==> src/lcd_timing_pkg.sv <==
package lcd_timing_pkg;

	// 25 MHz system clock
	localparam int cycles_per_us = 25;

	// wait after power is applied
	localparam int powerup_cycles = 500 * cycles_per_us;

	// e high time for each init command
	localparam int cmd_pulse_cycles = 10 * cycles_per_us;

	// settle after function set, on/off and every host command
	localparam int wait_short_cycles = 50 * cycles_per_us;

	// display clear needs the longest settle
	localparam int wait_clear_cycles = 200 * cycles_per_us;
	localparam int wait_entry_cycles = 100 * cycles_per_us;

	// host command enable window, measured from the pop cycle
	localparam int setup_cycles      = 1 * cycles_per_us;
	localparam int pulse_high_cycles = 13 * cycles_per_us;

	// must hold powerup_cycles
	localparam int cnt_width = 15;

endpackage

==> src/lcd_regs_pkg.sv <==
package lcd_regs_pkg;

	// register byte offsets
	localparam logic [3:0] addr_config = 4'h0;
	localparam logic [3:0] addr_cmd    = 4'h4;
	localparam logic [3:0] addr_status = 4'h8;

	// {two_lines, font, display_on, cursor, blink, increment, shift}
	localparam int cfg_width = 7;

	// {rs, rw, data[7:0]}
	localparam int cmd_width = 10;

	localparam int fifo_depth  = 8;
	localparam int level_width = 4;   // holds 0..fifo_depth

	typedef enum logic [1:0] {power_up, init, idle, pulse} ctrl_state_e;

	typedef enum logic [1:0] {function_set, on_off, clear, entry_mode} init_step_e;

	typedef enum logic {wr_idle, wr_resp} axil_wr_state_e;

	typedef enum logic {rd_idle, rd_data} axil_rd_state_e;

	localparam logic [1:0] axil_resp_okay   = 2'b00;
	localparam logic [1:0] axil_resp_slverr = 2'b10;

endpackage

==> src/lcd_axil_regs.sv <==
module lcd_axil_regs (
	input  logic                                clk,
	input  logic                                arst_n,
	input  logic [3:0]                          awaddr,
	input  logic                                awvalid,
	output logic                                awready,
	input  logic [31:0]                         wdata,
	input  logic [3:0]                          wstrb,
	input  logic                                wvalid,
	output logic                                wready,
	output logic [1:0]                          bresp,
	output logic                                bvalid,
	input  logic                                bready,
	input  logic [3:0]                          araddr,
	input  logic                                arvalid,
	output logic                                arready,
	output logic [31:0]                         rdata,
	output logic [1:0]                          rresp,
	output logic                                rvalid,
	input  logic                                rready,
	input  logic                                full,
	input  logic [lcd_regs_pkg::level_width-1:0] level,
	input  logic                                busy,
	input  logic                                init_done,
	output logic [lcd_regs_pkg::cfg_width-1:0]  cfg,
	output logic                                push,
	output logic [lcd_regs_pkg::cmd_width-1:0]  push_data
);

	import lcd_regs_pkg::*;

	axil_wr_state_e wr_state;
	axil_rd_state_e rd_state;

	// write channel, address and data are taken together
	always_ff @(posedge clk or negedge arst_n) begin
		if (!arst_n) begin
			wr_state <= wr_idle;
			awready  <= 1'b0;
			wready   <= 1'b0;
			bvalid   <= 1'b0;
			bresp    <= axil_resp_okay;
			push     <= 1'b0;
			cfg      <= '0;
		end else begin
			push <= 1'b0;   // single-cycle strobe
			case (wr_state)
				wr_idle: begin
					if (awready) begin   // handshake cycle
						awready  <= 1'b0;
						wready   <= 1'b0;
						bvalid   <= 1'b1;
						wr_state <= wr_resp;
						case (awaddr)
							addr_config: begin
								if (wstrb[0])
									cfg <= wdata[cfg_width-1:0];
								bresp <= axil_resp_okay;
							end
							addr_cmd: begin
								if (full) begin
									bresp <= axil_resp_slverr;   // dropped
								end else begin
									push  <= 1'b1;
									bresp <= axil_resp_okay;
								end
							end
							default: bresp <= axil_resp_slverr;   // status is read only
						endcase
					end else if (awvalid && wvalid) begin
						awready <= 1'b1;
						wready  <= 1'b1;
					end
				end
				wr_resp: begin
					if (bready) begin
						bvalid   <= 1'b0;
						wr_state <= wr_idle;
					end
				end
				default: wr_state <= wr_idle;
			endcase
		end
	end

	// command payload, qualified by push
	always_ff @(posedge clk) begin
		if (wr_state == wr_idle && awready)
			push_data <= wdata[cmd_width-1:0];
	end

	// read channel
	always_ff @(posedge clk or negedge arst_n) begin
		if (!arst_n) begin
			rd_state <= rd_idle;
			arready  <= 1'b0;
			rvalid   <= 1'b0;
		end else begin
			case (rd_state)
				rd_idle: begin
					if (arready) begin
						arready  <= 1'b0;
						rvalid   <= 1'b1;
						rd_state <= rd_data;
					end else if (arvalid) begin
						arready <= 1'b1;
					end
				end
				rd_data: begin
					if (rready) begin
						rvalid   <= 1'b0;
						rd_state <= rd_idle;
					end
				end
				default: rd_state <= rd_idle;
			endcase
		end
	end

	// read payload, sampled at the address handshake
	always_ff @(posedge clk) begin
		if (rd_state == rd_idle && arready) begin
			case (araddr)
				addr_config: begin
					rdata <= {{(32 - cfg_width){1'b0}}, cfg};
					rresp <= axil_resp_okay;
				end
				addr_cmd: begin
					rdata <= '0;   // write-only port
					rresp <= axil_resp_okay;
				end
				addr_status: begin
					rdata <= {24'b0, level, 2'b00, init_done, busy};
					rresp <= axil_resp_okay;
				end
				default: begin
					rdata <= '0;
					rresp <= axil_resp_slverr;
				end
			endcase
		end
	end

endmodule

==> src/lcd_cmd_fifo.sv <==
module lcd_cmd_fifo (
	input  logic                                 clk,
	input  logic                                 arst_n,
	input  logic                                 push,
	input  logic [lcd_regs_pkg::cmd_width-1:0]   push_data,
	input  logic                                 pop,
	output logic [lcd_regs_pkg::cmd_width-1:0]   pop_data,
	output logic                                 empty,
	output logic                                 full,
	output logic [lcd_regs_pkg::level_width-1:0] level
);

	import lcd_regs_pkg::*;

	logic [cmd_width-1:0]          mem [fifo_depth];
	logic [$clog2(fifo_depth)-1:0] wr_ptr;
	logic [$clog2(fifo_depth)-1:0] rd_ptr;
	logic [level_width-1:0]        count;
	logic                          do_push;
	logic                          do_pop;

	assign do_push = push && !full;   // refused writes never get here
	assign do_pop  = pop && !empty;

	always_ff @(posedge clk or negedge arst_n) begin
		if (!arst_n) begin
			wr_ptr <= '0;
			rd_ptr <= '0;
			count  <= '0;
		end else begin
			if (do_push)
				wr_ptr <= wr_ptr + 1'b1;   // wraps at depth
			if (do_pop)
				rd_ptr <= rd_ptr + 1'b1;
			case ({do_push, do_pop})
				2'b10:   count <= count + 1'b1;
				2'b01:   count <= count - 1'b1;
				default: count <= count;
			endcase
		end
	end

	always_ff @(posedge clk) begin
		if (do_push)
			mem[wr_ptr] <= push_data;
	end

	assign pop_data = mem[rd_ptr];   // head word
	assign empty    = (count == '0);
	assign full     = (count == level_width'(fifo_depth));
	assign level    = count;

endmodule

==> src/lcd_hd44780_ctrl.sv <==
module lcd_hd44780_ctrl (
	input  logic                               clk,
	input  logic                               arst_n,
	input  logic [lcd_regs_pkg::cfg_width-1:0] cfg,
	input  logic                               empty,
	input  logic [lcd_regs_pkg::cmd_width-1:0] pop_data,
	output logic                               pop,
	output logic                               busy,
	output logic                               init_done,
	output logic                               e,
	output logic                               rs,
	output logic                               rw,
	output logic [7:0]                         lcd_data
);

	import lcd_regs_pkg::*;
	import lcd_timing_pkg::*;

	ctrl_state_e           state;
	init_step_e            step;
	logic [cnt_width-1:0]  cnt;
	logic [cnt_width-1:0]  cnt_nxt;
	logic [cfg_width-1:0]  cfg_q;

	// command byte of an init step, built from the option bits
	function automatic logic [7:0] init_byte(input init_step_e s, input logic [cfg_width-1:0] c);
		case (s)
			function_set: return {4'b0011, c[6], c[5], 2'b00};
			on_off:       return {5'b00001, c[4], c[3], c[2]};
			clear:        return 8'h01;
			default:      return {6'b000001, c[1], c[0]};
		endcase
	endfunction

	// enable high plus settle, in cycles
	function automatic logic [cnt_width-1:0] step_len(input init_step_e s);
		case (s)
			clear:      return cnt_width'(cmd_pulse_cycles + wait_clear_cycles);
			entry_mode: return cnt_width'(cmd_pulse_cycles + wait_entry_cycles);
			default:    return cnt_width'(cmd_pulse_cycles + wait_short_cycles);
		endcase
	endfunction

	function automatic init_step_e step_after(input init_step_e s);
		case (s)
			function_set: return on_off;
			on_off:       return clear;
			default:      return entry_mode;
		endcase
	endfunction

	assign cnt_nxt = cnt + 1'b1;

	always_ff @(posedge clk or negedge arst_n) begin
		if (!arst_n) begin
			state     <= power_up;
			step      <= function_set;
			cnt       <= '0;
			cfg_q     <= '0;
			pop       <= 1'b0;
			busy      <= 1'b1;
			init_done <= 1'b0;
			e         <= 1'b0;
			rs        <= 1'b0;
			rw        <= 1'b0;
			lcd_data  <= '0;
		end else begin
			pop <= 1'b0;
			case (state)
				power_up: begin
					if (cnt == cnt_width'(powerup_cycles - 1)) begin
						cfg_q    <= cfg;   // options fixed for the whole sequence
						cnt      <= '0;
						step     <= function_set;
						e        <= 1'b1;
						lcd_data <= init_byte(function_set, cfg);
						state    <= init;
					end else begin
						cnt <= cnt_nxt;
					end
				end
				init: begin
					if (cnt == step_len(step) - 1'b1) begin
						cnt <= '0;
						if (step == entry_mode) begin
							e         <= 1'b0;
							lcd_data  <= '0;
							busy      <= 1'b0;
							init_done <= 1'b1;
							state     <= idle;
						end else begin
							step     <= step_after(step);   // next command, no gap
							e        <= 1'b1;
							lcd_data <= init_byte(step_after(step), cfg_q);
						end
					end else begin
						cnt <= cnt_nxt;
						// outputs for the coming cycle
						if (cnt_nxt < cnt_width'(cmd_pulse_cycles)) begin
							e        <= 1'b1;
							lcd_data <= init_byte(step, cfg_q);
						end else begin
							e        <= 1'b0;
							lcd_data <= '0;
						end
					end
				end
				idle: begin
					if (!empty) begin
						pop      <= 1'b1;
						busy     <= 1'b1;
						rs       <= pop_data[9];
						rw       <= pop_data[8];
						lcd_data <= pop_data[7:0];
						cnt      <= '0;
						state    <= pulse;
					end
				end
				pulse: begin
					if (cnt == cnt_width'(wait_short_cycles - 1)) begin
						cnt      <= '0;
						busy     <= 1'b0;
						e        <= 1'b0;
						rs       <= 1'b0;
						rw       <= 1'b0;
						lcd_data <= '0;
						state    <= idle;
					end else begin
						cnt <= cnt_nxt;
						// setup, then high, then low until settle ends
						e <= (cnt_nxt >= cnt_width'(setup_cycles)) &&
							(cnt_nxt < cnt_width'(setup_cycles + pulse_high_cycles));
					end
				end
				default: state <= power_up;
			endcase
		end
	end

endmodule

==> src/lcd_subsystem_top.sv <==
module lcd_subsystem_top (
	input  logic        clk,
	input  logic        arst_n,
	input  logic [3:0]  awaddr,
	input  logic        awvalid,
	output logic        awready,
	input  logic [31:0] wdata,
	input  logic [3:0]  wstrb,
	input  logic        wvalid,
	output logic        wready,
	output logic [1:0]  bresp,
	output logic        bvalid,
	input  logic        bready,
	input  logic [3:0]  araddr,
	input  logic        arvalid,
	output logic        arready,
	output logic [31:0] rdata,
	output logic [1:0]  rresp,
	output logic        rvalid,
	input  logic        rready,
	output logic        e,
	output logic        rs,
	output logic        rw,
	output logic [7:0]  lcd_data
);

	import lcd_regs_pkg::*;

	logic [cfg_width-1:0]   cfg;
	logic                   push;
	logic [cmd_width-1:0]   push_data;
	logic                   pop;
	logic [cmd_width-1:0]   pop_data;
	logic                   empty;
	logic                   full;
	logic [level_width-1:0] level;
	logic                   busy;
	logic                   init_done;

	lcd_axil_regs u_regs (.*);   // host side

	lcd_cmd_fifo u_fifo (.*);

	lcd_hd44780_ctrl u_ctrl (.*);   // drives the LCD pins

endmodule

==> config.mk <==
export PLATFORM = sky130hd
export DESIGN_NAME = lcd_subsystem_top
export DESIGN_NICKNAME = d
export VERILOG_FILES = /design/src/lcd_timing_pkg.sv /design/src/lcd_regs_pkg.sv /design/src/lcd_axil_regs.sv /design/src/lcd_cmd_fifo.sv /design/src/lcd_hd44780_ctrl.sv /design/src/lcd_subsystem_top.sv
export SDC_FILE = /design/constraint.sdc
export NUM_CORES = 1
export LEC_CHECK = 0
export BUFFER_PORTS_ARGS = -buffer_cell sky130_fd_sc_hd__buf_2
export CAP_MARGIN = 5
export CELL_PAD_IN_SITES_DETAIL_PLACEMENT = 1
export CELL_PAD_IN_SITES_GLOBAL_PLACEMENT = 2
export CORE_ASPECT_RATIO = 2
export CORE_MARGIN = 4
export CORE_UTILIZATION = 35
export CTS_BUF_LIST = sky130_fd_sc_hd__clkbuf_8
export DETAILED_ROUTE_END_ITERATION = 8
export PLACE_DENSITY = 0.83
export SYNTH_ARGS = -nofsm -noshare
export SYNTH_HDL_FRONTEND = slang
export SYNTH_HIERARCHICAL = 1
export SYNTH_SLANG_ARGS = --single-unit
export TNS_END_PERCENT = 10
==> constraint.sdc <==
create_clock -name clk -period 6.55 [get_ports clk]
set_input_delay 1.31 -clock clk [delete_from_list [all_inputs] [get_ports clk]]
set_output_delay 1.31 -clock clk [all_outputs]
set_load 0.02 [all_outputs]
==> results of run 1 <==
-- cell families after synthesis --
group,after synthesis,synth area share (%)
compound gates,103,9.13
xor+xnor,15,1.62
fa+ha+maj,9,1.48
buf+inv,78,5.83
flops,165,57.0
mux,56,11.3
other cells,1,0.0462
simple gates,195,13.6
-- per-layer routing --
layer	wire length (µm)	vias up	global-route usage [%]
met4	797	0	8.21
met5	0	-	0
met2	12300	126	32.8
met1	7100	2688	17.0
met3	542	41	2.66
li1	-	2373	-
-- metrics by stage --
| stage | instance area [µm²] | hold WS [ns] | util (%) |
|---|---|---|---|
| after detailed placement | 8440 | 0.462 | 37.1 |
| after global routing | 8780 | 0.506 | 38.6 |
| after CTS | 8780 | 0.491 | 38.6 |
| after global placement | 8440 | 0.455 | 37.1 |
| after floorplan | 8210 | 0.428 | - |
| final | 8780 | 0.479 | 38.6 |
-- synth_stat cells (7+ instances only) --
cell type and number:
o31ai_1 7, ha_1 8, nor2_1 41, buf_6 7, nor3_1 11, mux4_1 19, nand4_1 12, nand2_1 40
dfrtp_1 65, mux2_2 24, clkbuf_1 18, a21oi_1 21, o21ai_0 16, edfxtp_1 99, nor2b_1 10, mux2i_1 10
nor3b_1 12, nand3_1 14, inv_1 13, xnor2_1 9, buf_4 29
-- worst min-delay path, stage by stage (launching register included) --
cell and delay, ns:
dfrtp_1 0.35, nand2_1 0.05, nand2_1 0.05
-- state kept, by name (all words and copies together) (netlist names), 2 cells and up --
signal            count
u_fifo/wr_ptr         3
u_fifo/rd_ptr         3
u_fifo/level          4
u_regs/rdata          8
u_fifo/mem           80
u_ctrl/state          2
u_ctrl/cnt           15
u_regs/push_data     10
u_regs/cfg            7
u_ctrl/lcd_data       8
u_ctrl/cfg_q          7
u_ctrl/step           2
-- power by group through the flow --
stage	registers [mW]	clock network [mW]	logic, mW
2_1_floorplan	1.31	0	0.122
3_3_place_gp	1.29	0	0.220
3_5_place_dp	1.30	0	0.230
4_1_cts	1.28	0.672	0.231
5_1_grt	1.29	0.726	0.248
6_report	1.28	0.651	0.226
-- worst min path at each step --
stage                                  start                  to  slack (ns)  depth (start not counted)
final                     u_ctrl/lcd_data[6]  u_ctrl/lcd_data[6]        0.48                          2
after global routing      u_ctrl/lcd_data[6]  u_ctrl/lcd_data[6]        0.51                          2
after CTS                   u_ctrl/init_done    u_ctrl/init_done        0.49                          1
after detailed placement    u_ctrl/init_done    u_ctrl/init_done        0.46                          1
after global placement      u_ctrl/init_done    u_ctrl/init_done        0.45                          1
after floorplan             u_ctrl/init_done    u_ctrl/init_done        0.43                          1
-- layout make-up --
cell class / count / share of cell area, %
sequential: 165 / 52.7
multi-input combinational: 404 / 35.5
tap: 280 / 3.99
timing repair buffer: 55 / 3.25
clock buffer: 17 / 2.67
clock inverter: 15 / 1.21
inverter: 15 / 0.642
==> flow_summary.yaml, run 1 <==
place:
  dp_slack_ns: 3.63
  gp_congestion: 0.851
  dp.cells: 919
  post-dp-hpwl_um: 15300
  port_buffers: 51
clock_network:
  cts_max_path_buffers: 2
  cts_buffers: 17
  path_clk_slew_ns: 0.09
  post-cts-setup-buffers: 0
  cts_repair_resize_count: 0
  cts_tree: "built"
  cts-root-buf: "clkbuf_8"
  clk_latency_ns: 0.47
  numClockSinks: 165
  cts_hold_buffers: 0
  htreeDepth: 4
logic_synthesis:
  ys_async_sr_fraction_pct: 40.0
  synth-edff-count: 99
  yosysWarnings: 6
  ys_ff_latch: 165
  syn-cell-area_um2: 8110
  synth_area_leaders: "edfxtp_1 (37%), dfrtp_1 (20%), mux4_1 (6.2%)"
  ys_types: 87
  synth_area_leader_cell: "edfxtp_1"
  yosysTopAreaCellShare_pct: 36.6
  syn_avg_cell_area_um2: 13.0
  synth_cells: 622
  ys.flop_type: "edfxtp_1"
  synth_seq_area_share_pct: 57.0
run:
  drv_cap: 0
timing:
  fmaxAchievable_ghz: 0.338
  maxSlewHeadroom_pct: 14.9
  hold_viol: 0
  tightest_slew_ns: 1.27
  final.setup.tns_ns: 0
  setup_violations: 0
  slew_violations: 0
  skew_ns: 0.0120
  finalWorstSetupSlack_ns: 3.59
  rsz0062_at_grt: "no"
  period_needed_ns: 2.96
  final.period_utilization_pct: 45.2
worst_setup_path:
  critical_path.startpoint_type: "flip-flop"
  slowest_delay_ns: 0.75
  cp_num_buf_inv: 1
  path_depth: 7
  worstSetupEndpointType: "flip-flop"
  cp_cell_sequence: "nor2b_1, nand3_1, a211oi_2, and3b_1, buf_4, nor2_1, a32o_1"
  r2r_start: "u_ctrl/step[1]"
  r2r_slack_ns: 3.59
  criticalPathCategory: "reg -> reg"
  critPathLaunch: "u_ctrl/step[1]"
  cpLargestDelayFamily: "simple AND/OR/NAND/NOR gates"
  arrival_ns: 3.32
  r2r_end: "u_ctrl/cnt[2]"
  path_max_fanout: 19
  cp-endpoint: "u_ctrl/cnt[2]"
  critPathSlowestCell: "dfrtp_1"
  worstPathRequired_ns: 6.91
  reg2reg_depth: 7
finish:
  layout.cells.non_filler: 951
  synthToLayoutAreaGrowth_pct: 8.17
  final_common_cell: "edfxtp_1"
  seqCellArea_um2: 4630
  layout_common_cells: "edfxtp_1 (99), dfrtp_1 (65), buf_2 (51)"
  finalNetCount: 718
  drive_gt1_share_pct: 19.4
  multi_input_area_um2: 3120
  fillCellCount: 2408
  antenna_cells: 0
floorplanning:
  die_area_um2: 25800
  fp-row-count: 78
  die_width_um: 116
  die_h_um: 223
  core_um2: 22700
  initial_core_util_pct: 35.7
  io_pins: 103
global_route:
  grt_pass1_vias: 5733
  antenna_found_initial: 0
  overflow: 0
  grt_max_degree: 67
  grt_usage_pct: 17.0
  grt_pass1_wl_um: 33000
outcome:
  status: "finished clean"
power:
  p_sw_uw: 614
  power_mw: 2.15
  combPwrFrac_pct: 10.5
  internal-power_mw: 1.54
  p_sw_share_pct: 28.5
  irDropWorstVdd_uv: 144
  p_leak_nw: 3.39
  p_clk_share_pct: 30.2
  pwr-share-seq_pct: 59.3
  power.density_nw_per_um2: 245
drt:
  vias: 5228
  wl_per_cell_um: 21.8
  routed_wl_um: 20800
  drc: 0
  ant_nets: 0
  first_pass_iters: 4
  drt_iter0_drc: 234
  vias_per_cell: 5.50
min_path:
  hold_path.class: "reg -> reg"
(Power assumes the default switching activity.)
==> inputs of run 2 (changes only) <==
--- a/config.mk
+++ b/config.mk
@@ -14,7 +14,7 @@
 export CORE_UTILIZATION = 35
 export CTS_BUF_LIST = sky130_fd_sc_hd__clkbuf_8
 export DETAILED_ROUTE_END_ITERATION = 8
-export PLACE_DENSITY = 0.83
+export PLACE_DENSITY = 0.86
 export SYNTH_ARGS = -nofsm -noshare
 export SYNTH_HDL_FRONTEND = slang
 export SYNTH_HIERARCHICAL = 1
==> constraint.sdc (replaced) <==
create_clock -name clk -period 2.4 [get_ports clk]
set_input_delay 0.48 -clock clk [delete_from_list [all_inputs] [get_ports clk]]
set_output_delay 0.48 -clock clk [all_outputs]
set_load 0.02 [all_outputs]
==> flow_summary.yaml, run 2 (synthesis gave the netlist of run 1 again) <==
power:
  power_mw: 6.14
  power.density_nw_per_um2: 651
  irDropWorstVdd_uv: 395
  p_leak_nw: 3.76
clock_network:
  cts_max_path_buffers: 2
  cts_hold_buffers: 0
  numClockSinks: 165
  path_clk_slew_ns: 0.09
  cts_buffers: 17
  htreeDepth: 4
  cts-root-buf: "clkbuf_8"
  clk_latency_ns: 0.47
  cts_tree: "built"
finish:
  final_common_cell: "edfxtp_1"
  fin_util_pct: 41.4
  largestRegisters: "u_fifo/mem: 80 flops, u_ctrl/cnt: 15 flops, u_regs/push_data: 10 flops"
  layout_common_cells: "edfxtp_1 (99), buf_4 (65), dfrtp_1 (57)"
  seqCellArea_um2: 4640
  largest_reg_flops: 80
  fillCellCount: 2429
  drive_gt1_share_pct: 28.0
  layout.cells.non_filler: 1017
  finalNetCount: 784
  largest_register: "u_fifo/mem"
  multi_input_area_um2: 3150
  synthToLayoutAreaGrowth_pct: 16.1
  antenna_cells: 0
drt:
  routed_wl_um: 22200
  wl_per_cell_um: 21.9
  vias: 5490
  drt_iter0_drc: 231
  vias_per_cell: 5.40
  first_pass_iters: 4
  drc: 0
  ant_nets: 0
global_route:
  grt_usage_pct: 18.1
  grt_max_degree: 67
  grt_pass1_wl_um: 34900
  antenna_found_initial: 0
  grt_pass1_vias: 6218
  overflow: 0
place:
  port_buffers: 51
  post-dp-hpwl_um: 16800
  dp.cells: 981
  gp_congestion: 0.872
timing:
  hold_viol: 0
  whs_ns: 0.0145
  slew_violations: 0
  skew_ns: 0.0181
  setup_violations: 0
  final.setup.tns_ns: 0
  rsz0062_at_grt: "yes"
  maxSlewHeadroom_pct: 16.9
  period_needed_ns: 2.38
  final.period_utilization_pct: 99.0
  tightest_slew_ns: 1.24
  fmaxAchievable_ghz: 0.421
floorplanning:
  die_width_um: 116
  initial_core_util_pct: 35.7
  fp-row-count: 78
  io_pins: 103
  die_h_um: 223
  core_um2: 22700
  die_area_um2: 25800
min_path:
  hold_path.class: "in -> async"
worst_setup_path:
  path_max_fanout: 3
  worstPathRequired_ns: 2.74
  r2r_end: "u_fifo/level[3]"
  worstSetupEndpointType: "flip-flop"
  arrival_ns: 2.72
  cp_cell_sequence: "or4b_4, nand2_4, ha_4, ha_1, or4b_1, o311ai_1, o211ai_1"
  critPathLaunch: "u_fifo/level[1]"
  r2r_start: "u_fifo/level[1]"
  critical_path.startpoint_type: "flip-flop"
  critPathSlowestCell: "or4b_4"
  r2r_slack_ns: 0.02
  slowest_delay_ns: 0.58
  reg2reg_depth: 7
  criticalPathCategory: "reg -> reg"
run:
  drv_cap: 0
outcome:
  status: "finished clean"
run 2: cell types whose count changed in the layout (fill, tap and decap cells not counted), sizes merged:
cell / delta
bufinv: +3
buf: +66
clkinvlp: -2
inv: -1
run 2: worst max-delay path by stage:
stage               slack, ns                  to
floorplan                0.02     u_fifo/level[3]
global placement         0.04  u_ctrl/lcd_data[2]
detailed placement      -0.02  u_ctrl/lcd_data[2]
CTS                    -0.001      u_ctrl/cnt[14]
global route            -0.05     u_fifo/level[3]
finish                   0.02     u_fifo/level[3]
run 2: what timing repair did:
item,in CTS,in global routing
buffers inserted,0,4
setup endpoints to repair,15,33
pin swaps,0,2
gates resized for setup,5,15
cloned,0,0
run 2: metrics by stage:
step | cell area (µm²) | setup WS [ns]
floorplan | 8220 | 0.0169
global placement | 8970 | 0.0442
detailed placement | 8970 | -0.0242
CTS | 9360 | -0.00120
global route | 9420 | -0.0524
finish | 9420 | 0.0229
run 2: layer usage:
| layer | GRT usage (%) | vias up | wire length (µm) |
|---|---|---|---|
| li1 | - | 2509 | - |
| met1 | 17.3 | 2819 | 7220 |
| met2 | 35.8 | 116 | 13600 |
| met3 | 2.71 | 46 | 548 |
| met4 | 8.73 | 0 | 899 |
| met5 | 0 | - | 0 |
run 2: layout make-up:
| type | count | area share [%] |
|---|---|---|
| well taps | 280 | 3.72 |
| clock inverters | 15 | 1.62 |
| multi-input cells | 404 | 33.4 |
| flip-flops and latches | 165 | 49.2 |
| clock buffers | 17 | 2.48 |
| repair buffers | 121 | 8.95 |
| inverters | 15 | 0.598 |
run 2: critical path: cells and delay by family, from the launching register on:
kind,cells,cell delay (ns)
adder cells (fa/ha/maj),2,0.39
AND/OR/NAND/NOR,3,1.21
flip-flops,1,0.42
AO/OA/AOI/OAI,2,0.24
run 2: power breakdown:
part	switching, mW	internal [mW]
clock	0.993	1.00
sequential	0.204	3.27
combinational	0.429	0.240
